**config.mk**
```make
export PLATFORM = sky130hd
export DESIGN_NAME = bg_reg_file
export DESIGN_NICKNAME = d
export VERILOG_FILES = /design/src/rtl/bg_geom_pkg.sv /design/src/rtl/bg_regs_pkg.sv /design/src/rtl/bg_reg_file.sv
export SDC_FILE = /design/constraint.sdc
export NUM_CORES = 1
export LEC_CHECK = 0
export BUFFER_PORTS_ARGS = -buffer_cell sky130_fd_sc_hd__clkbuf_2
export CORE_MARGIN = 10
export CORE_UTILIZATION = 44
export DETAILED_ROUTE_END_ITERATION = 8
export PLACE_DENSITY = 0.71
export SLEW_MARGIN = 0
export SYNTH_ARGS = -nofsm -noshare
export SYNTH_HDL_FRONTEND = slang
export SYNTH_SLANG_ARGS = --single-unit
```
**constraint.sdc**
```tcl
create_clock -name CLK -period 1.5 [get_ports CLK]
set_input_delay 0.3 -clock CLK [delete_from_list [all_inputs] [get_ports CLK]]
set_output_delay 0.3 -clock CLK [all_outputs]
set_load 0.03 [all_outputs]
```
**src/rtl/bg_geom_pkg.sv**
```systemverilog
// Background renderer geometry
// Pixel, tile and scanline types shared by the fetcher and the mixer,
// plus the tile fetcher state encoding

package bg_geom_pkg;

	typedef logic [9:0]  pixel_coord_t;
	typedef logic [15:0] mem_addr_t;
	// Four 4bpp pixels, lowest nibble leftmost
	typedef logic [15:0] mem_word_t;
	typedef logic [7:0]  line_addr_t;
	typedef logic [7:0]  tile_num_t;
	// Palette high nibble above the pixel value
	typedef logic [7:0]  color_index_t;

	localparam tile_num_t TILE_TRANSPARENT = 8'hff;

	typedef enum logic [2:0] {
		fs_idle,
		fs_begin,
		fs_fetch_tile,
		fs_wait_tile,
		fs_fetch_data,
		fs_wait_data,
		fs_stream_data
	} fetch_state_t;

	// One write into a scanline buffer
	typedef struct packed {
		logic       wr;
		line_addr_t addr;
		mem_word_t  data;
	} line_wr_t;

endpackage

```
**src/rtl/bg_regs_pkg.sv**
```systemverilog
// Background renderer register map
// CPU register addresses of both layers and the layer configuration record

package bg_regs_pkg;

	typedef logic [3:0] reg_addr_t;

	// Layer 1
	localparam reg_addr_t REG_CTRL1     = 4'd0;
	localparam reg_addr_t REG_SCROLL_X1 = 4'd1;
	localparam reg_addr_t REG_SCROLL_Y1 = 4'd2;
	localparam reg_addr_t REG_MAP_ADDR1 = 4'd3;
	localparam reg_addr_t REG_SET_ADDR1 = 4'd4;

	// Layer 2
	localparam reg_addr_t REG_CTRL2     = 4'd5;
	localparam reg_addr_t REG_SCROLL_X2 = 4'd6;
	localparam reg_addr_t REG_SCROLL_Y2 = 4'd7;
	localparam reg_addr_t REG_MAP_ADDR2 = 4'd8;
	localparam reg_addr_t REG_SET_ADDR2 = 4'd9;

	typedef struct packed {
		logic        enable;
		logic [3:0]  pal_hi;
		logic [15:0] scroll_x;
		logic [15:0] scroll_y;
		// Word address, two tile numbers per word
		logic [15:0] map_addr;
		// Counted in units of four words
		logic [15:0] set_addr;
	} layer_cfg_t;

endpackage

```
**src/rtl/bg_reg_file.sv**
```systemverilog
// Background layer register file
// Write-only CPU port holding the configuration of both layers.
// Control register: bit 0 enable, bits 7..4 palette high nibble

`timescale 1ns/1ps

module bg_reg_file
	import bg_geom_pkg::*;
	import bg_regs_pkg::*;
(
	input  logic       CLK,
	input  logic       RSTb,
	input  reg_addr_t  address,
	input  mem_word_t  data_in,
	input  logic       wr,
	output layer_cfg_t cfg1,
	output layer_cfg_t cfg2
);

	always_ff @(posedge CLK) begin
		if (!RSTb) begin
			cfg1 <= '0;
			cfg2 <= '0;
		end else if (wr) begin
			case (address)
				REG_CTRL1: begin
					cfg1.enable <= data_in[0];
					cfg1.pal_hi <= data_in[7:4];
				end
				REG_SCROLL_X1:
					cfg1.scroll_x <= data_in;
				REG_SCROLL_Y1:
					cfg1.scroll_y <= data_in;
				REG_MAP_ADDR1:
					cfg1.map_addr <= data_in;
				REG_SET_ADDR1:
					cfg1.set_addr <= data_in;
				REG_CTRL2: begin
					cfg2.enable <= data_in[0];
					cfg2.pal_hi <= data_in[7:4];
				end
				REG_SCROLL_X2:
					cfg2.scroll_x <= data_in;
				REG_SCROLL_Y2:
					cfg2.scroll_y <= data_in;
				REG_MAP_ADDR2:
					cfg2.map_addr <= data_in;
				REG_SET_ADDR2:
					cfg2.set_addr <= data_in;
				// Addresses 10 to 15 are unmapped
				default: ;
			endcase
		end
	end

endmodule

```
# Word-level counts from Yosys, hierarchy flattened
# Cells that the tools add are included.
[word_totals] regBits=138 input_bits=23 out_inout_bits=138 word_cells=32
[classes] eq_ne=9 n_reduce_logical=11
[ops] operator="$reduce_and 2->1" count=10
[ops] operator="$eq 4x3->1 const B" count=4
[ops] operator="$eq 4x2->1 const B" count=2
[ops] operator="$eq 4x4->1 const B" count=2
[ops] operator="$eq 4x1->1 const B" count=1
[ops] operator="$logic_not 4->1" count=1

# Logic depth before layout (Yosys ltp)
# Gate-level depths: netlist of run 1.
[logic_depth] depth_word=2 depth_mapped=5 depth_no_buf=3

# Worst setup path before layout of run 1
# Ideal clock, no wire load.
[synth_path] path_type="in2reg" startpoint="input address[3]" endpoint="register cfg1[5] (netlist name)" setup_time_ns=0.128 arrival_ns=1.164 required_time_ns=1.372 path_slack_ns=0.208 stages=5 n_path_buf=2 path_cell_list="nand3b_4 > or3_1 > buf_6 > buf_6 > mux2i_1"
[synth_via] elab_chain_cells=2
[synth_rtl] element="start, declared" line_no="bg_reg_file.sv:13" rtl="input reg_addr_t address,"
[synth_rtl] element="$eq 4x3->1" line_no="bg_reg_file.sv:25" rtl="case (address)"
[synth_rtl] element="$reduce_and 2->1 (no source line)"
[synth_rtl] element="end, declared" line_no="bg_reg_file.sv:16" rtl="output layer_cfg_t cfg1,"
# Every way passes these cells.
# A chain may end at the register's enable or synchronous reset.

# Worst setup path after layout of run 1
[layout_path] startpoint="register cfg1[21] (netlist name)" endpoint="output cfg1[21] (netlist name)"
# No word-level cell between the ends.

==> results of run 1 <==
stage by stage:
step,utilization (%),setup slack [ns]
after floorplan,-,0.208
after global placement,53.9,0.111
after detailed placement,53.9,0.0814
after CTS,59.6,0.169
after global routing,59.6,0.136
final,59.6,0.181
worst max-delay path by stage:
stage | slack (ns) | depth (start not counted) | endpoint | from
final | 0.18 | 1 | cfg1[21] | cfg1[21]
after global routing | 0.14 | 1 | cfg1[21] | cfg1[21]
after CTS | 0.17 | 1 | cfg1[21] | cfg1[21]
after detailed placement | 0.08 | 5 | cfg1[10] | address[3]
after global placement | 0.11 | 5 | cfg1[0] | address[3]
after floorplan | 0.21 | 5 | cfg1[5] | address[3]
synth_stat cells:
cell type	number
nand2_1	156
dfxtp_1	138
mux2i_1	138
buf_2	11
clkbuf_1	8
buf_4	6
buf_6	6
nand3b_1	2
nor2_1	2
and3_1	1
and4bb_2	1
buf_1	1
nand2b_1	1
nand3b_4	1
nand4b_1	1
nor2_2	1
nor3b_1	1
nor3b_2	1
or3_1	1
cell type report:
| type | instances | area, µm² | area share (%) |
|---|---|---|---|
| Sequential cell | 138 | 2760 | 40.9 |
| Tap cell | 143 | 179 | 2.65 |
| Multi-Input combinational cell | 307 | 2080 | 30.8 |
| Clock buffer | 18 | 429 | 6.36 |
| Timing Repair Buffer | 180 | 1080 | 16.0 |
| Clock inverter | 14 | 221 | 3.28 |
cell usage in the layout, fill, tap and decap left out:
master,n
clkbuf_2,159
nand2_1,156
mux2i_1,138
dfxtp_1,138
clkbuf_16,17
buf_4,11
buf_12,10
bufinv_16,5
clkinv_4,4
clkinvlp_4,3
nor3b_2,2
nand3b_1,2
nor2_1,2
and3_1,1
nand3b_4,1
or3_1,1
nand2b_1,1
nor2_2,1
nand4b_1,1
and4bb_2,1
inv_6,1
clkinv_2,1
clkbuf_1,1
routing by layer:
| layer | vias to the layer above | GRT usage, % |
|---|---|---|
| met5 | - | 0 |
| met2 | 129 | 28.3 |
| li1 | 1916 | - |
| met4 | 0 | 7.17 |
| met1 | 1885 | 21.0 |
| met3 | 27 | 6.82 |
sequential cells by signal (all words and copies together) (netlist names):
name	count
cfg1	69
cfg2	69
report_power, final:
group / internal [mW] / total (mW) / switching, mW
logic: 0.154 / 0.487 / 0.333
clock network: 2.96 / 4.57 / 1.61
registers: 3.71 / 3.74 / 0.0279
logic make-up after synthesis:
logic type	after synthesis
flops	138
simple gates	169
buf+inv	32
mux	138
==> summary.txt, run 1 <==
STA
  • Max Fclk: 0.758 GHz
  • Final min period: 1.32 ns
  • Worst Skew: 0 ns
  • RSZ-0062 raised after global routing: false
  • Final Hold Violating Endpoints: 0
  • Setup TNS: 0 ns
  • Share of the clock period used by the worst path: 87.9%
  • Slew @ Worst Pin: approximately 0.46 ns
  • Max-slew violations: 0
  • Setup violators final: 0
  • Slew headroom: 69.5%
  • Worst hold slack: 0.285 ns

Power and ir drop
  • Max VDD drop: 711 µV
  • P_leak: roughly 3.3 nW
  • Pwr dens: 1300 nW/µm²
  • Total power: 8.80 mW

CTS
  • Post_cts resized: 0
  • Sink Count: 138
  • Postcts setup bufs: 0
  • CTS tree: done
  • CTS HTree Levels: 4
  • CTS Hold Bufs: 0
  • Clock Pin Slew Worst Setup and Hold Paths: 0.06 ns
  • CTS root buf: clkbuf_16
  • Clk_lat worst skew: ~0.4 ns
  • Clock Path Buffers: 2
  • Number of CTS-inserted buffers: 17

Setup path
  • Worst setup SP type: flip-flop
  • FF-to-FF End: cfg2[18]
  • CP Class: flip-flop to output port
  • CP max stage cell: dfxtp_1
  • Critical Path AT: 1.02 ns
  • Reg2Reg Depth: 2
  • Critical Path Sink Type: output port
  • CP top delay family: flip-flops
  • Reg2Reg Launch Point: cfg2[18]
  • Req. time, crit path: 1.20 ns
  • Cell chain of the critical path: clkbuf_2
  • Critical path fanouts, max: 2
  • R2r setup slk: 0.86 ns
  • Slowest cell delay on critical path: ~0.37 ns
  • Worst Path Buf+Inv: 1

Floorplanning
  • Chip Width: 127 µm
  • # IOs: roughly 160
  • Die area: 16,100 µm²
  • Initial core utilization: between 40 and 50%
  • Core footprint: 11,300 µm²
  • Die H: 127 µm
  • Cell row count: 39

Synthesis
  • Post-Synth Simple-Gate Area: roughly 14%
  • Syn nets: 500
  • Gate Count Post-Synth: 477
  • Fraction of synthesized area in multiplexers: 27.4%
  • Area leader, netlist: dfxtp_1
  • Synth Register Bits: 138
  • Netlist cell types: 19
  • Synth Area in Compound Gates: 0%
  • Mean Syn Cell Area: 10.6 µm²
  • Synth top area cells: dfxtp_1, mux2i_1, nand2_1, buf_6, buf_2
  • Sequential area share after synthesis: a little over half
  • Largest family of logic cells by synthesized area: multiplexers
  • Xor and xnor area share after synthesis: 0%
  • Mapped Area: approximately 5000 µm²
  • Synth warn: 0
  • Synth Area in Adders: 0%
  • Top cell type's share of synthesized area: about 55%

Placed design
  • Post-DP HPWL: 10,300 µm
  • RePlAce Congestion: 0.774
  • IO Port Bufs: 160
  • Placed cell count: 768
  • Placed Area: 6100 µm²

Hold path
  • Worst hold start: RSTb
  • Hold path cells: 3
  • WHS Endpoint: cfg2[39]
  • Class of the worst hold path: input port to flip-flop

Finish
  • Area Overhead vs Synth: 34.0%
  • Fill count: 953
  • Post-Layout Cell Count: 800
  • Fin area: between 6000 and 7000 µm²
  • Layout cells sized above 1: 32.9%
  • Antenna Diode Count: 0
  • Nets: 667

Global routing
  • First-pass GRT wire length: about 23,000 µm
  • Gr ovfl total: 0
  • Vias in the first global route: 4,220
  • GRT Overall Usage: 17.7%
  • Initial antenna violation count: 0
  • Largest net degree at the start of global routing: 38

Run
  • Max-Cap Viols: 0

Detailed routing
  • WL/cell: 18.0 µm
  • DRC: 0
  • Top routing layer in use: met4
  • First-pass detailed-route iteration total: 4
  • Detailed-route via count: 3,957
  • Drt via density: 4.95
  • ANT nets after route: 0
  • Initial DRC Count: 199
  • WL final: 14,400 µm
  • Metal1 wirelength: 6320 µm
  • WL met3: 1080 µm
  • Met2 wire len: 6720 µm

Status
  • Outcome: complete, no violations
(Power assumes the default switching activity.)
==> run 2: changes to the inputs <==
Settings changed: PLACE_DENSITY 0.71 to 0.79.
==> summary.txt, run 2 (synthesis gave the netlist of run 1 again) <==
Status
  • Outcome: complete, no violations

Floorplanning
  • Cell row count: 39
  • # IOs: 161
  • Die area: 16,100 µm²
  • Chip Width: 127 µm
  • Die H: 127 µm
  • Initial core utilization: 44.5%
  • Core footprint: 11,300 µm²

Setup path
  • Critical path fanouts, max: 2
  • Worst Path Buf+Inv: 1
  • WP depth: 1
  • Slowest cell delay on critical path: 0.37 ns
  • Worst setup path endpoint: cfg2[41]
  • R2r setup slk: 0.83 ns
  • CP Class: flip-flop to output port
  • Critical Path AT: 1.01 ns
  • Reg2Reg Launch Point: cfg1[58]
  • Reg2Reg Depth: 2
  • CP top delay family: flip-flops
  • CP max stage cell: dfxtp_1
  • Cell chain of the critical path: clkbuf_2
  • Critical Path Sink Type: output port
  • Critical path origin: cfg2[41]
  • FF-to-FF End: cfg1[58]
  • Req. time, crit path: 1.20 ns
  • Worst setup SP type: flip-flop

Detailed routing
  • WL/cell: 18.2 µm
  • ANT nets after route: 0
  • Initial DRC Count: 243
  • WL met3: 1140 µm
  • WL final: 14,600 µm
  • Drt via density: ~5
  • Top routing layer in use: met4
  • First-pass detailed-route iteration total: 4
  • Metal1 wirelength: roughly 6400 µm
  • Detailed-route via count: 4,010
  • Met2 wire len: 6890 µm
  • DRC: 0

CTS
  • CTS root buf: clkbuf_16
  • Clock Pin Slew Worst Setup and Hold Paths: 0.06 ns
  • Number of CTS-inserted buffers: 17
  • Clock Path Buffers: 2
  • CTS HTree Levels: 4
  • Postcts setup bufs: 0
  • CTS tree: done
  • Clk_lat worst skew: roughly 0.4 ns
  • Post_cts resized: 0
  • CTS Hold Bufs: 0
  • Sink Count: 138

STA
  • Final Hold Violating Endpoints: 0
  • RSZ-0062 raised after global routing: false
  • Slew headroom: 71.1%
  • Worst Skew: 0 ns
  • Share of the clock period used by the worst path: 87.6%
  • Max-slew violations: 0
  • Setup violators final: 0
  • Slew @ Worst Pin: 0.433 ns
  • Setup TNS: 0 ns
  • Max Fclk: 0.761 GHz
  • Final min period: 1.31 ns

Power and ir drop
  • Clock power frac: 49.6%
  • Sw Pwr: 1.98 mW
  • Max VDD drop: 676 µV
  • P_leak: 3.26 nW
  • Pint: 6.41 mW
  • Logic pwr share: under 10%
  • Switching share of power: 23.6%
  • Power share of the sequential group: 44.6%
  • Pwr dens: between 1000 and 1500 nW/µm²

Global routing
  • Initial antenna violation count: 0
  • Vias in the first global route: approximately 4,200
  • GRT Overall Usage: 17.8%
  • Largest net degree at the start of global routing: 51
  • Gr ovfl total: 0
  • First-pass GRT wire length: 22,900 µm

Finish
  • Largest registers: cfg1 (69), cfg2 (69)
  • Layout cells sized above 1: 33.1%
  • Fin area: 6670 µm²
  • Area Overhead vs Synth: 32.3%
  • Nets: 668
  • Most frequent cells in the layout: clkbuf_2, nand2_1, mux2i_1, dfxtp_1, clkbuf_16
  • Fill count: 947
  • Antenna Diode Count: 0
  • Commonest non-fill, non-tap cell in the layout: clkbuf_2

Run
  • Max-Cap Viols: 0

Placed design
  • RePlAce Congestion: 0.795
  • IO Port Bufs: 160
  • Post-DP HPWL: 10,600 µm
  • Placed Area: 6070 µm²

Hold path
  • Class of the worst hold path: input port to flip-flop
run 2: changes by cell type in the layout (fill, tap and decap cells not counted):
cell        change
clkbuf_1        -1
clkinvlp_4      +1
bufinv_16       -3
inv_6           +1
clkinv_2        +1
buf_12          -3
buf_4           +4
clkinv_4        -1
clkbuf_8        +2
run 2: metrics by stage:
step	worst slack (ns)	utilization, %	hold WS [ns]	std cells	power [mW]
2_1_floorplan	0.208	-	0.579	477	4.11
6_report	0.186	58.9	0.353	801	8.38
3_5_place_dp	0.0152	53.6	0.446	769	4.31
3_3_place_gp	0.107	53.6	0.443	769	4.30
4_1_cts	0.180	58.9	0.340	801	8.46
5_1_grt	0.153	58.9	0.355	801	8.64
run 2: metal layers:
metal  global-route usage [%]  vias to the layer above
li1                         -                     1924
met1                     21.0                     1927
met2                     28.9                      141
met3                     7.03                       18
met4                     6.23                        0
met5                        0                        -
run 2: power by group through the flow:
stage | sequential [mW] | combinational [mW] | clock (mW)
final | 3.74 | 0.484 | 4.16
after global routing | 3.75 | 0.518 | 4.38
after CTS | 3.74 | 0.489 | 4.23
after detailed placement | 3.82 | 0.487 | 0
after global placement | 3.82 | 0.477 | 0
after floorplan | 3.91 | 0.200 | 0
run 2: worst min path at each step:
| stage | start | end | slack [ns] | cells after the start |
|---|---|---|---|---|
| floorplan | data_in[10] | cfg1[10] | 0.58 | 2 |
| global placement | cfg2[8] | cfg2[8] | 0.44 | 2 |
| detailed placement | cfg2[49] | cfg2[49] | 0.45 | 2 |
| CTS | data_in[4] | cfg1[36] | 0.34 | 4 |
| global route | data_in[4] | cfg2[20] | 0.35 | 4 |
| finish | data_in[4] | cfg1[36] | 0.35 | 4 |
run 2: final cells by class:
| class | instances | area [µm²] | share of cell area (%) |
|---|---|---|---|
| sequential | 138 | 2760 | 41.4 |
| clock inverter | 13 | 144 | 2.16 |
| timing repair buffer | 181 | 1050 | 15.7 |
| clock buffer | 19 | 453 | 6.79 |
| tap | 143 | 179 | 2.68 |
| multi-input combinational | 307 | 2080 | 31.2 |
run 2: worst reg2reg max path, stage by stage, from the launching register on:
cell and delay, ns:
dfxtp_1 0.35, nand2_1 0.06, mux2i_1 0.17
==> run 3: changes to the inputs <==
Settings changed: CORE_UTILIZATION 44 to 50, HOLD_SLACK_MARGIN from default to 0.1, PLACE_DENSITY 0.79 to default, PLACE_DENSITY_LB_ADDON from default to 0.1.
==> summary.txt, run 3 (synthesis gave the netlist of run 1 again) <==
Finish
  • Commonest non-fill, non-tap cell in the layout: clkbuf_2
  • Layout cells sized above 1: 33.1%
  • Most frequent cells in the layout: clkbuf_2, nand2_1, mux2i_1, dfxtp_1, clkbuf_16
  • Antenna Diode Count: 0
  • Post-Layout Cell Count: between 700 and 800
  • Largest registers: cfg1 (69), cfg2 (69)
  • Nets: 669
  • Area Overhead vs Synth: 32.4%

Floorplanning
  • # IOs: between 150 and 200
  • Initial core utilization: 51.6%
  • Core footprint: 9770 µm²
  • Die area: between 10,000 and 15,000 µm²
  • Die H: 120 µm
  • Chip Width: ~120 µm
  • Cell row count: 36

Placed design
  • IO Port Bufs: 160
  • RePlAce Congestion: slightly below 0.8
  • Post-DP HPWL: 10,300 µm
  • Placed cell count: 760

CTS
  • Clock Pin Slew Worst Setup and Hold Paths: ~0.060 ns
  • CTS root buf: clkbuf_8
  • CTS HTree Levels: 4
  • Postcts setup bufs: 0
  • Sink Count: 138
  • CTS tree: done
  • Clk_lat worst skew: 0.51 ns
  • Clock Path Buffers: 2
  • CTS Hold Bufs: 0
  • Number of CTS-inserted buffers: 17
  • Post_cts resized: 0

Global routing
  • Initial antenna violation count: 0
  • Largest net degree at the start of global routing: 41
  • GRT Overall Usage: 19.1%
  • First-pass GRT wire length: 22,200 µm
  • Vias in the first global route: around 4,100
  • Gr ovfl total: 0

Run
  • Max-Cap Viols: 0

STA
  • Setup TNS: 0 ns
  • Worst Skew: 0 ns
  • Final Hold Violating Endpoints: 0
  • Slew headroom: between 60% and 70%
  • RSZ-0062 raised after global routing: false
  • Slew @ Worst Pin: 0.496 ns
  • Worst hold slack: 0.156 ns
  • Setup violators final: 0
  • Max-slew violations: 0
  • Final min period: ~1.4 ns
  • Max Fclk: 0.708 GHz
  • Share of the clock period used by the worst path: between 90% and 100%

Detailed routing
  • ANT nets after route: 0
  • WL final: 14,000 µm
  • DRC: 0
  • WL/cell: about 18 µm
  • Detailed-route via count: between 3,000 and 4,000
  • Initial DRC Count: 223
  • First-pass detailed-route iteration total: 6
  • Drt via density: slightly above 5

Hold path
  • Worst hold start: RSTb
  • Class of the worst hold path: input port to flip-flop

Setup path
  • Cell chain of the critical path: clkbuf_2
  • Critical Path Sink Type: output port
  • CP Class: flip-flop to output port
  • Worst setup SP type: flip-flop
  • Slowest cell delay on critical path: 0.37 ns
  • CP top delay family: flip-flops
  • Critical path fanouts, max: 2
  • Req. time, crit path: between 1 and 1.5 ns
  • Critical Path AT: 1.11 ns
  • CP max stage cell: dfxtp_1
  • Critical path origin: cfg1[39]
  • Reg2Reg Launch Point: cfg1[29]
  • Worst Path Buf+Inv: 1

Power and ir drop
  • Pwr dens: 1260 nW/µm²
  • Total power: about 8.4 mW
  • Max VDD drop: 586 µV
  • P_leak: 3.27 nW

Status
  • Outcome: complete, no violations
## run 3: cell count changes in the layout (fill, tap and decap cells not counted)
cell / previous run / this run
bufinv_16: 2 / 3
clkinv_2: 2 / 1
clkinv_4: 3 / 2
clkbuf_16: 17 / 16
buf_12: 7 / 8
inv_6: 2 / 3
## run 3: where the power goes
part / leakage (nW) / internal, mW / switching, mW / total, mW
clock network: 0.280 / 2.58 / 1.58 / 4.16
logic: 1.88 / 0.152 / 0.330 / 0.483
registers: 1.11 / 3.71 / 0.0281 / 3.74
total: 3.27 / 6.45 / 1.94 / 8.39
## run 3: final cells by class
| class | count | area [µm²] |
|---|---|---|
| Multi-Input combinational cell | 307 | 2080 |
| Clock inverter | 13 | 169 |
| Tap cell | 133 | 166 |
| Clock buffer | 18 | 428 |
| Sequential cell | 138 | 2760 |
| Timing Repair Buffer | 182 | 1070 |
| Fill cell | 809 | 3100 |
## run 3: path summary, 6_finish.rpt
check,endpoint,slack (ns),depth (start not counted)
max,cfg1[39],0.09,1
min,cfg1[3],0.16,3
max reg2reg,cfg1[29],0.83,2
min reg2reg,cfg1[12],0.46,2
## run 3: through the flow
step | utilization, % | area [µm²] | setup slack, ns
3_3_place_gp | 62.2 | 6080 | 0.109
3_5_place_dp | 62.2 | 6080 | 0.0741
2_1_floorplan | - | 5040 | 0.208
4_1_cts | 68.3 | 6680 | 0.0766
5_1_grt | 68.3 | 6680 | 0.0449
6_report | 68.3 | 6680 | 0.0877
## run 3: layer usage
| metal | track usage (%) | vias up | share of wire (%) |
|---|---|---|---|
| met1 | 22.8 | 1912 | 42 |
| li1 | - | 1913 | - |
| met3 | 8.38 | 17 | 9.2 |
| met2 | 30.2 | 147 | 48 |
| met5 | 0 | - | 0 |
| met4 | 6.41 | 0 | 1.3 |
