### src/rtl/bg_geom_pkg.sv
// Background renderer geometry
// Pixel, tile and scanline types shared by the fetcher and the mixer,
// plus the tile fetcher state encoding

package bg_geom_pkg;

	typedef logic [9:0]  pixel_coord_t;
	typedef logic [15:0] mem_addr_t;
	// Four 4bpp pixels, lowest nibble leftmost
	typedef logic [15:0] mem_word_t;
	typedef logic [7:0]  line_addr_t;
	typedef logic [7:0]  tile_num_t;
	// Palette high nibble above the pixel value
	typedef logic [7:0]  color_index_t;

	localparam tile_num_t TILE_TRANSPARENT = 8'hff;

	typedef enum logic [2:0] {
		fs_idle,
		fs_begin,
		fs_fetch_tile,
		fs_wait_tile,
		fs_fetch_data,
		fs_wait_data,
		fs_stream_data
	} fetch_state_t;

	// One write into a scanline buffer
	typedef struct packed {
		logic       wr;
		line_addr_t addr;
		mem_word_t  data;
	} line_wr_t;

endpackage

### src/rtl/bg_regs_pkg.sv
// Background renderer register map
// CPU register addresses of both layers and the layer configuration record

package bg_regs_pkg;

	typedef logic [3:0] reg_addr_t;

	// Layer 1
	localparam reg_addr_t REG_CTRL1     = 4'd0;
	localparam reg_addr_t REG_SCROLL_X1 = 4'd1;
	localparam reg_addr_t REG_SCROLL_Y1 = 4'd2;
	localparam reg_addr_t REG_MAP_ADDR1 = 4'd3;
	localparam reg_addr_t REG_SET_ADDR1 = 4'd4;

	// Layer 2
	localparam reg_addr_t REG_CTRL2     = 4'd5;
	localparam reg_addr_t REG_SCROLL_X2 = 4'd6;
	localparam reg_addr_t REG_SCROLL_Y2 = 4'd7;
	localparam reg_addr_t REG_MAP_ADDR2 = 4'd8;
	localparam reg_addr_t REG_SET_ADDR2 = 4'd9;

	typedef struct packed {
		logic        enable;
		logic [3:0]  pal_hi;
		logic [15:0] scroll_x;
		logic [15:0] scroll_y;
		// Word address, two tile numbers per word
		logic [15:0] map_addr;
		// Counted in units of four words
		logic [15:0] set_addr;
	} layer_cfg_t;

endpackage

### src/rtl/tile_fetcher.sv
// Background tile fetcher
// On each enabled horizontal tick, walks the tile map for the coming
// scanline, layer 1 then layer 2, reads the 16-pixel row of every
// visible tile and writes it into the active scanline buffer

`timescale 1ns/1ps

module tile_fetcher
	import bg_geom_pkg::*;
	import bg_regs_pkg::*;
#(
	parameter int RENDER_START = 32,
	parameter int RENDER_END   = 720
) (
	input  logic         CLK,
	input  logic         RSTb,
	input  logic         h_tick,
	input  layer_cfg_t   cfg1,
	input  layer_cfg_t   cfg2,
	input  pixel_coord_t display_y,
	output mem_addr_t    mem_addr,
	input  mem_word_t    mem_data,
	output logic         rvalid,
	input  logic         rready,
	output line_wr_t     line_wr,
	output logic         layer
);

	fetch_state_t state;
	pixel_coord_t line_y;
	pixel_coord_t render_x;
	// Byte index into the tile map
	logic [16:0]  map_index;
	tile_num_t    tile;
	logic [2:0]   burst_cnt;

	layer_cfg_t   cfg;
	logic [15:0]  y_pos;
	logic [16:0]  map_start;
	mem_addr_t    data_addr;

	assign cfg = layer ? cfg2 : cfg1;
	assign y_pos = cfg.scroll_y + 16'(line_y);

	// Map rows are 128 tiles wide and coarse scroll picks the first tile of the row
	assign map_start = {cfg.map_addr, 1'b0} + {3'b000, y_pos[10:4], cfg.scroll_x[10:4]};

	// 64 words per tile and 4 words per row
	assign data_addr = {cfg.set_addr[13:0], 2'b00}
		+ {2'b00, tile, 6'b000000}
		+ {10'h000, y_pos[3:0], 2'b00};

	assign rvalid = (state == fs_wait_tile) || (state == fs_wait_data);

	// Only the first row of the eight-word burst belongs to this line
	assign line_wr.wr   = (state == fs_stream_data) && !burst_cnt[2];
	assign line_wr.addr = render_x[9:2];
	assign line_wr.data = mem_data;

	always_ff @(posedge CLK) begin
		if (h_tick && cfg1.enable)
			line_y <= display_y;
	end

	always_ff @(posedge CLK) begin
		if (!RSTb) begin
			state     <= fs_idle;
			layer     <= 1'b0;
			render_x  <= '0;
			map_index <= '0;
			mem_addr  <= '0;
			tile      <= '0;
			burst_cnt <= '0;
		end else if (h_tick && cfg1.enable) begin
			// New line restarts the walk from any state
			state <= fs_begin;
			layer <= 1'b0;
		end else begin
			case (state)
				fs_begin: begin
					map_index <= map_start;
					render_x  <= pixel_coord_t'(RENDER_START);
					state     <= fs_fetch_tile;
				end
				fs_fetch_tile: begin
					if (render_x == pixel_coord_t'(RENDER_END)) begin
						if (!layer && cfg2.enable) begin
							layer <= 1'b1;
							state <= fs_begin;
						end else begin
							state <= fs_idle;
						end
					end else begin
						mem_addr <= map_index[16:1];
						state    <= fs_wait_tile;
					end
				end
				fs_wait_tile: begin
					if (rready) begin
						tile  <= map_index[0] ? mem_data[15:8] : mem_data[7:0];
						state <= fs_fetch_data;
					end
				end
				fs_fetch_data: begin
					if (tile == TILE_TRANSPARENT) begin
						// Nothing to draw so the cleared words stay as they are
						render_x  <= render_x + 10'd16;
						map_index <= map_index + 17'd1;
						state     <= fs_fetch_tile;
					end else begin
						mem_addr <= data_addr;
						state    <= fs_wait_data;
					end
				end
				fs_wait_data: begin
					if (rready) begin
						burst_cnt <= '0;
						state     <= fs_stream_data;
					end
				end
				fs_stream_data: begin
					// Burst word k arrives while mem_addr holds base plus k
					mem_addr  <= mem_addr + 16'd1;
					burst_cnt <= burst_cnt + 3'd1;
					if (!burst_cnt[2])
						render_x <= render_x + 10'd4;
					if (burst_cnt == 3'd7) begin
						map_index <= map_index + 17'd1;
						state     <= fs_fetch_tile;
					end
				end
				default:
					state <= fs_idle;
			endcase
		end
	end

endmodule

### config.mk
export PLATFORM = sky130hd
export DESIGN_NAME = tile_fetcher
export DESIGN_NICKNAME = d
export VERILOG_FILES = /design/src/rtl/bg_geom_pkg.sv /design/src/rtl/bg_regs_pkg.sv /design/src/rtl/tile_fetcher.sv
export SDC_FILE = /design/constraint.sdc
export NUM_CORES = 1
export LEC_CHECK = 0
export BUFFER_PORTS_ARGS = -buffer_cell sky130_fd_sc_hd__buf_4
export CAP_MARGIN = 25
export CORE_UTILIZATION = 52
export DETAILED_ROUTE_END_ITERATION = 8
export PLACE_DENSITY = 0.83
export SKIP_CTS_REPAIR_TIMING = 1
export SLEW_MARGIN = 10
export SYNTH_ARGS = -nofsm -noshare
export SYNTH_HDL_FRONTEND = slang
export SYNTH_SLANG_ARGS = --single-unit
### constraint.sdc
create_clock -name CLK -period 5.98 [get_ports CLK]
set_input_delay 1.196 -clock CLK [delete_from_list [all_inputs] [get_ports CLK]]
set_output_delay 1.196 -clock CLK [all_outputs]
set_load 0.02 [all_outputs]
---- Word level (Yosys, flattened, before mapping) ----
Index checks and enable logic that the tools add are counted.
word-level totals
  register bits after elaboration ......... 68
  input port bits ......................... 168
cells by class
  $add $sub $neg .......................... 9
  equality and inequality tests ........... 19
  muxes and demuxes ....................... 21
  bitwise operators ....................... 2
  reduce and logical (&&, ||, !) cells .... 18
operators with widths
  kind                   number
  $mux 59                1
  $pmux 17 s3            1
  $pmux 16 s3            1
  $mux 17                2
  $mux 16                2
  $pmux 10 s3            1
  $mux 10                2
  $mux 3                 6
  $pmux 3 s6             1
  $add 17x1->17 const B  1
  $add 17x14->17         1
  $add 16x1->16 const B  1
  $add 16x14->16         1
  $add 16x6->16          1
  $reduce_and 3->1       5
  $eq 3x3->1 const B     4
  $ne 2x2->1 const B     6
  $reduce_and 4->1       3
  $add 11x10->11         1
  $add 10x3->10 const B  1
  $add 10x5->10 const B  1
  $eq 10x10->1 const B   1
  $eq 8x8->1 const B     1
  $mux 8                 1
  other kinds (15)       23

---- Longest topological paths before layout ----
Gate-level depths: netlist (run 1).
  depth after elaboration ................. 6
  mapped depth ............................ 22
  depth with buffers taken out ............ 19

---- Least setup slack after synthesis (run 1) ----
Ideal clock, no wire load.
  path type ............................... flip-flop to flip-flop
  start point ............................. register layer
  end point ............................... register map_index[15]
  arrival time ............................ 4.633 ns
  setup slack ............................. 1.288 ns
  stages on the path, launching flop included .. 23
  path buffers ............................ 3
  path through ............................ dfxtp_1 > buf_2 > buf_1 > buf_1 > mux2_2 > ha_1 > inv_1 > fa_1 > nor2b_1 > o21ai_0 > nand2_1 > and2_1 > o21ai_0 > nor2b_1 > xnor2_1 > ha_1 > and2_1 > o2111a_1 > o211ai_1 > a2111oi_0 > o21ai_0 > o41a_1 > nand2_1
between the ends
  longest elaborated chain between the ends .. 4
RTL lines
  item                    RTL line             text
  from (decl)             tile_fetcher.sv:26   output logic layer
  from (signal assigned)  tile_fetcher.sv:68   layer <= 1'b0;
  from (signal assigned)  tile_fetcher.sv:77   layer <= 1'b0;
  from (signal assigned)  tile_fetcher.sv:88   layer <= 1'b1;
  $mux 59 *               tile_fetcher.sv:42   assign cfg = layer ? cfg2 : cfg1;
  $add 11x10->11          tile_fetcher.sv:43   assign y_pos = cfg.scroll_y + 16'(line_y);
  $add 17x14->17 *        tile_fetcher.sv:46   assign map_start = {cfg.map_addr, 1'b0} + {3'b000, y_pos[10:4], cfg.scroll_x[10:4]};
  $pmux 17 s3 *           tile_fetcher.sv:79   case (state)
  to (signal assigned)    tile_fetcher.sv:81   map_index <= map_start;
  to (signal assigned)    tile_fetcher.sv:108  map_index <= map_index + 17'd1;
  to (signal assigned)    tile_fetcher.sv:128  map_index <= map_index + 17'd1;
  to (decl)               tile_fetcher.sv:33   logic [16:0] map_index;
Mark *: on every way between the ends. The rest lies on a longest branch, timed or not.
A chain may end at the register's enable or synchronous reset.

---- Worst setup path in the final report (run 1) ----
  start point ............................. input port cfg2[32] in the netlist's numbering
  end point ............................... register map_index[15]
between the ends
  longest elaborated chain between the ends .. 4
RTL lines
  item            RTL line            text
  from (decl)     tile_fetcher.sv:19  input layer_cfg_t cfg2,
  $mux 59         tile_fetcher.sv:42
  $add 11x10->11  tile_fetcher.sv:43
  $add 17x14->17  tile_fetcher.sv:46
  $pmux 17 s3     tile_fetcher.sv:79
Every way passes these cells.

==> impl_metrics.yaml, run 1 <==
route:
  vias: 6101
  remaining_drc_errors: 0
  first_pass_iters: 5
  drt_first_iter_violations: 362
  drt_wl_total_mm: 16.0
  vias_per_cell: 5.90
  drtAntennaViolNets: 0
  routedWlPerCell_um: 15.5
timing:
  worst_pin_slew_ns: 0.850
  setup_viol: 0
  finClkSkew_ns: 0.00644
  slew_viol_final: 0
  hold_viol_final: 0
  period_needed_ns: 4.55
  max-slew-margin-rel_pct: 42.9
  setup_tns_ns: 0
  fin_crit_sh_pct: 76.1
  fmax_ghz: 0.220
  rsz0062_at_grt: "no"
cts:
  clkSlewWorstSetupHoldPaths_ns: 0.06
  cts.sink_count: 66
  cts_tree: "done"
  htreeDepth: 3
  clockBufferDepth: 2
  root_buffer: "clkbuf_16"
  cts_made_buffers: 9
  clock_latency_ns: 0.33
setup_path:
  cp_data_required_time_ns: 6.25
  r2r_cells: 16
  r2r_end: "map_index[15]$_SDFFE_PN0P_"
  reg2reg_from: "layer$_SDFFE_PP0P_"
  regToRegSetupSlack_ns: 1.67
  crit_path_max_fanout: 4
  endpoint_kind: "flop"
  criticalPathCategory: "in2reg"
  crit_arrival_ns: 4.82
  startpoint_type: "input port"
global_route:
  grt_pass1_vias: 5664
  grt_max_degree: 57
  grt-ovfl-total: 0
  grt.total_usage_pct: 27.1
  antenna_found_initial: 0
  grt_pass1_wl_mm: 25.8
layout:
  regArea_mm2: 0.00142
  finalNonFillerCells: 1034
  drive_gt1_share_pct: 28.7
  final_nets: 1100
  n_antenna_cell: 0
  fillCellCount: 988
  synthToLayoutAreaGrowth_pct: 25.2
  multi_input_area_mm2: 0.00425
placed_design:
  port-buffer-count: 170
  dpl.hpwl_mm: 11.8
  place.gp.congestion: 0.874
  place_inst: 1018
die:
  num_rows: 39
  die_x_um: 110
  die-area_mm2: 0.0121
  ios: 211
  start_util_pct: 53.2
  die_height_um: 110
  coreArea_mm2: 0.0114
logic_synthesis:
  synth_commonest_cells: "a21oi_1 (60), nor2_1 (60), dfxtp_1 (56)"
  synthArstFlopShare_pct: 0
  netlist.area_leader.share_pct: 18.5
  synthFlopType: "dfxtp_1"
  avgSynthCellArea_um2: 8.03
  ys_warn_count: 0
  synth.distinct_cells: 73
  syn_inst: 754
  synth_top_area_cell: "dfxtp_1"
  synthesis.nets: 968
  synth_edf_count: 10
  yosys_register_bits: 66
  ys_seq_area_share_pct: 23.5
  synthesis.area_mm2: 0.00605
  synth_area_leaders: "dfxtp_1 (19%), ha_1 (8.9%), mux2_2 (7.1%)"
worst_hold_path:
  hold_depth: 2
  whs_endpoint: "burst_cnt[1]$_SDFFE_PN0P_"
  worst_hold_startpoint: "burst_cnt[1]$_SDFFE_PN0P_"
  hold_class: "reg2reg"
power_and_ir_drop:
  p_switching_uw: 405
  combPwrFrac_pct: 27.6
  irDropWorstVdd_mv: 0.132
  clock_power_share_pct: 38.8
  seqPwrFrac_pct: 33.5
  p_int_uw: 997
  swShare_pct: 28.9
  p_per_area_mw_per_mm2: 185
  leakage_uw: 0.00326
job:
  cap_violations: 0
outcome:
  status: "finished, final reports clean"
## metal layers
metal  global-route usage [%]  part of all wire, %  vias to the layer above
met2                     48.0                   48                      233
met5                        0                    0                        -
met4                     13.0                  3.5                        0
met3                     3.44                  6.5                       43
li1                         -                    -                     3034
met1                     32.2                   42                     2791
## sequential cells by signal, summed over array words and instances (netlist names)
name       flops
map_index     17
mem_addr      16
line_y        10
render_x       8
tile           8
burst_cnt      3
state          3
layer          1
## metrics by stage
| step | hold WS [ns] | cell area, µm² | power (µW) | worst slack, ns | utilization, % |
|---|---|---|---|---|---|
| finish | 0.534 | 7580 | 1400 | 1.43 | 66.7 |
| global route | 0.552 | 7580 | 1470 | 0.948 | 66.7 |
| CTS | 0.528 | 7580 | 1410 | 1.43 | 66.7 |
| detailed placement | 0.509 | 7270 | 864 | 1.12 | 63.9 |
| global placement | 0.509 | 7270 | 857 | 1.16 | 63.9 |
| floorplan | 0.492 | 6050 | 738 | 1.29 | - |
## power groups by stage
stage | registers [µW] | logic [µW] | clock network [µW]
after CTS | 470 | 388 | 548
after global placement | 479 | 378 | 0
after detailed placement | 480 | 384 | 0
after global routing | 471 | 430 | 565
after floorplan | 477 | 262 | 0
final | 470 | 388 | 544
## placed cells by master (no fill, tap or decap), types with 4 or more instances in the layout
cell type,instances
and3_1,8
o21ai_0,51
edfxtp_1,10
o21a_1,5
a31oi_1,7
mux2i_1,17
a21o_1,13
nand4_1,10
nor2b_1,13
mux2_2,38
o211ai_1,10
or2_2,6
nor3b_1,4
o221a_2,5
xnor2_1,28
ha_1,43
xor2_1,12
o211a_1,10
a21boi_0,9
a211oi_1,7
nor3_1,19
clkbuf_16,9
o221ai_1,4
a21oi_1,60
inv_1,30
nand2_1,54
buf_4,174
dfxtp_1,55
nor4_1,9
and2_1,4
nand3_1,32
nor2_1,60
## area by class of cell
cell class | count | share of cell area, %
Timing Repair Buffer | 174 | 17.2
Inverter | 31 | 1.54
Sequential cell | 66 | 18.8
Clock buffer | 11 | 3.25
Clock inverter | 5 | 0.825
Multi-Input combinational cell | 604 | 56.0
Tap cell | 143 | 2.36
## worst max-delay path: stages
cell and delay [ns]:
buf_4 0.10, mux2_2 0.26, ha_1 0.19, inv_1 0.07
fa_1 0.21, nor2b_1 0.06, o21ai_0 0.20, nand2_1 0.09
and2_1 0.17, o21ai_0 0.19, nor2b_1 0.18, xnor2_1 0.10
ha_1 0.35, and2_1 0.14, o2111a_1 0.23, o211ai_1 0.14
a2111oi_0 0.55, o21ai_0 0.19, o41a_1 0.15, nand2_1 0.06
## cells by family after synthesis
family | Yosys count | share of synthesized area, %
buf+inv | 84 | 6.49
xor+xnor | 40 | 5.79
simple gates | 242 | 20.1
compound gates | 221 | 24.4
flops | 66 | 23.5
mux | 55 | 9.88
fa+ha+maj | 46 | 9.88
## worst max path at each step
stage	from	to
floorplan	layer$_SDFFE_PP0P_	map_index[15]$_SDFFE_PN0P_
detailed placement	cfg2[32]	map_index[15]$_SDFFE_PN0P_
global placement	cfg2[32]	map_index[16]$_SDFFE_PN0P_
finish	cfg2[32]	map_index[15]$_SDFFE_PN0P_
global route	cfg2[32]	map_index[15]$_SDFFE_PN0P_
CTS	cfg2[32]	map_index[15]$_SDFFE_PN0P_
(Power assumes the default switching activity.)
==> run 2: changes to the inputs <==
--- a/config.mk
+++ b/config.mk
@@ -5,11 +5,12 @@
 export SDC_FILE = /design/constraint.sdc
 export NUM_CORES = 1
 export LEC_CHECK = 0
+export ABC_AREA = 1
 export BUFFER_PORTS_ARGS = -buffer_cell sky130_fd_sc_hd__buf_4
 export CAP_MARGIN = 25
-export CORE_UTILIZATION = 52
+export CORE_UTILIZATION = 47
 export DETAILED_ROUTE_END_ITERATION = 8
-export PLACE_DENSITY = 0.83
+export PLACE_DENSITY = 0.78
 export SKIP_CTS_REPAIR_TIMING = 1
 export SLEW_MARGIN = 10
 export SYNTH_ARGS = -nofsm -noshare
==> constraint.sdc (replaced) <==
create_clock -name CLK -period 3.9 [get_ports CLK]
set_input_delay 0.78 -clock CLK [delete_from_list [all_inputs] [get_ports CLK]]
set_output_delay 0.78 -clock CLK [all_outputs]
set_load 0.02 [all_outputs]
==> run 2 against run 1 <==
- area after synthesis up 5.2%
- utilization down 6.7 points
- critical path depth up 2
- final cell count up 33%
- non-clock buffer count up 3
- critical endpoint is now map_index[14]$_SDFFE_PN0P_
==> impl_metrics.yaml, run 2 <==
outcome:
  status: "finished, final reports clean"
timing:
  max-slew-margin-rel_pct: 52.9
  worst_pin_slew_ns: 0.702
  period_needed_ns: 3.58
  setup_viol: 0
  setup_tns_ns: 0
  slew_viol_final: 0
  finClkSkew_ns: 0.0108
  fin_crit_sh_pct: 91.8
  worst_slack_ns: 0.319
  hold_viol_final: 0
  fmax_ghz: 0.279
  rsz0062_at_grt: "no"
cts:
  cts_made_buffers: 9
  cts_tree: "done"
  cts.sink_count: 66
  root_buffer: "clkbuf_16"
  clkSlewWorstSetupHoldPaths_ns: 0.06
  clockBufferDepth: 2
  htreeDepth: 3
  clock_latency_ns: 0.33
power_and_ir_drop:
  p_int_uw: 1530
  clock_power_share_pct: 35.5
  irDropWorstVdd_mv: 0.163
  combPwrFrac_pct: 31.3
  swShare_pct: 32.5
  leakage_uw: 0.00386
  p_switching_uw: 741
  p_per_area_mw_per_mm2: 287
  seqPwrFrac_pct: 33.2
die:
  die_x_um: 118
  ios: 211
  num_rows: 42
  die-area_mm2: 0.0140
  start_util_pct: 48.1
  die_height_um: 118
  coreArea_mm2: 0.0132
setup_path:
  startpoint_type: "input port"
  regToRegSetupSlack_ns: 0.35
  crit_chain: "buf_4 -> nand2_1 -> nand2_1 -> ha_1 -> inv_1 -> fa_1 -> o21ai_0 -> buf_4 -> a21oi_1 -> o21ai_0 -> xnor2_1 -> inv_1 -> ha_1 -> nand2_1 -> inv_1 -> a21oi_1 -> o21ai_0 -> nor2_1 -> nand2_1 -> nand2_1 -> nand3_1 -> a21oi_1"
  crit_top_cell: "nand2_1"
  reg2reg_from: "layer$_SDFFE_PP0P_"
  crit_path_max_fanout: 5
  cp_data_required_time_ns: 4.16
  r2r_cells: 22
  criticalPathCategory: "in2reg"
  crit_arrival_ns: 3.84
  endpoint_kind: "flop"
  r2r_end: "map_index[14]$_SDFFE_PN0P_"
  critPathMaxStageDelay_ns: 0.40
  worst_path_max_delay_cell: "fa_1"
global_route:
  grt_max_degree: 47
  grt_pass1_wl_mm: 32.0
  antenna_found_initial: 1
  grt-ovfl-total: 0
  grt_pass1_vias: 6736
  grt.total_usage_pct: 28.0
route:
  remaining_drc_errors: 0
  vias: 7257
  first_pass_iters: 5
  drtAntennaViolNets: 0
  routedWlPerCell_um: 13.8
  vias_per_cell: 5.26
  drt_first_iter_violations: 593
  drt_wl_total_mm: 19.0
logic_synthesis:
  post-synth-top-count-cell: "nand2_1"
  synth_top_family_by_area: "simple AND/OR/NAND/NOR gates"
  syn_inst: 1058
  netlist.area_leader.share_pct: 20.5
  synthArstFlopShare_pct: 0
  synthXorXnorAreaFrac_pct: 2.48
  synthSimpleGateAreaFrac_pct: 35.9
  synthFlopType: "dfxtp_1"
  synth_compound_area_share_pct: 18.4
  synth_edf_count: 10
  ys_warn_count: 0
  synthesis.area_mm2: 0.00637
  yosys_register_bits: 66
  synth_top_area_cell: "nand2_1"
  synth.distinct_cells: 47
  synth_area_leaders: "nand2_1 (20%), dfxtp_1 (18%), ha_1 (8.4%)"
  synthAdderAreaFrac_pct: 9.39
  synth_commonest_cells: "nand2_1 (347), inv_1 (111), nor2_1 (87)"
  synthMuxAreaShare_pct: 0.314
  ys_seq_area_share_pct: 22.3
  synthesis.nets: 1272
  avgSynthCellArea_um2: 6.02
layout:
  regArea_mm2: 0.00142
  final_area_mm2: 0.00794
  final_cell_mix: "nand2_1 (347), buf_4 (177), inv_1 (110)"
  largest_register_ffs: 17
  fillCellCount: 1316
  multi_input_area_mm2: 0.00423
  finalNonFillerCells: 1379
  final_common_cell: "nand2_1"
  reg_top3: "map_index x17, mem_addr x16, line_y x10"
  synthToLayoutAreaGrowth_pct: 24.6
  regMostFlops: "map_index"
  drive_gt1_share_pct: 18.3
  final_nets: 1412
  post-route-util_pct: 59.9
placed_design:
  place.gp.congestion: 0.933
  placed_area_mm2: 0.00765
  port-buffer-count: 170
  place_inst: 1363
  place_ws_ns: 0.0829
  dpl.hpwl_mm: 14.9
worst_hold_path:
  worst_hold_startpoint: "burst_cnt[0]$_SDFFE_PN0P_"
  whs_endpoint: "burst_cnt[0]$_SDFFE_PN0P_"
  hold_depth: 1
  hold_class: "reg2reg"
job:
  cap_violations: 0
[run 2: final cells by class]
class	instances	area share (%)
Antenna cell	1	0.0315
Clock buffer	12	3.11
Clock inverter	3	0.504
Inverter	118	5.58
Multi-Input combinational cell	826	53.3
Sequential cell	66	17.9
Tap cell	176	2.77
Timing Repair Buffer	177	16.7
[run 2: cell families (layout without fill, tap and decap cells)]
kind of cell             after synthesis  after routing
flip-flops                            66             66
other                                  0              1
adder cells (fa/ha/maj)               46             46
AO/OA/AOI/OAI                        213            213
XOR/XNOR                              18             18
AND/OR/NAND/NOR                      547            547
buffers and inverters                166            310
multiplexers                           2              2
[run 2: worst max-delay path by stage]
stage                                  to                from  cells past startpoint  slack (ns)
6_report       map_index[14]$_SDFFE_PN0P_            cfg2[32]                     22        0.32
5_1_grt        map_index[14]$_SDFFE_PN0P_  layer$_SDFFE_PP0P_                     22        0.04
4_1_cts        map_index[14]$_SDFFE_PN0P_  layer$_SDFFE_PP0P_                     21        0.34
3_5_place_dp   map_index[14]$_SDFFE_PN0P_            cfg2[32]                     21        0.08
3_3_place_gp   map_index[14]$_SDFFE_PN0P_            cfg2[32]                     21        0.09
2_1_floorplan  map_index[10]$_SDFFE_PN0P_  layer$_SDFFE_PP0P_                     20        0.02
[run 2: power by group through the flow]
stage	Sequential [µW]	Combinational (µW)	Clock, µW
after floorplan	763	468	0
after global placement	769	694	0
after detailed placement	769	702	0
after CTS	755	706	814
after global routing	760	805	845
final	756	712	808
[run 2: stage by stage]
step                      total power, µW  hold WS, ns
after global routing                 2410        0.499
after global placement               1460        0.452
after detailed placement             1470        0.457
final                                2280        0.459
after floorplan                      1230        0.433
after CTS                            2270        0.465
[run 2: worst max-delay path, delay by kind of cell]
family | cells | cell delay (ns)
buffers and inverters | 5 | 0.42
AO/OA/AOI/OAI | 6 | 1.00
XOR/XNOR | 1 | 0.15
adder cells (fa/ha/maj) | 3 | 0.91
AND/OR/NAND/NOR | 7 | 0.59
[run 2: layer usage]
layer / part of all wire, % / GRT usage (%) / vias to the layer above
met1: 45 / 37.3 / 3190
met4: 2.2 / 9.18 / 0
met3: 7.7 / 4.97 / 40
met2: 45 / 45.6 / 286
li1: - / - / 3741
met5: 0 / 0 / -
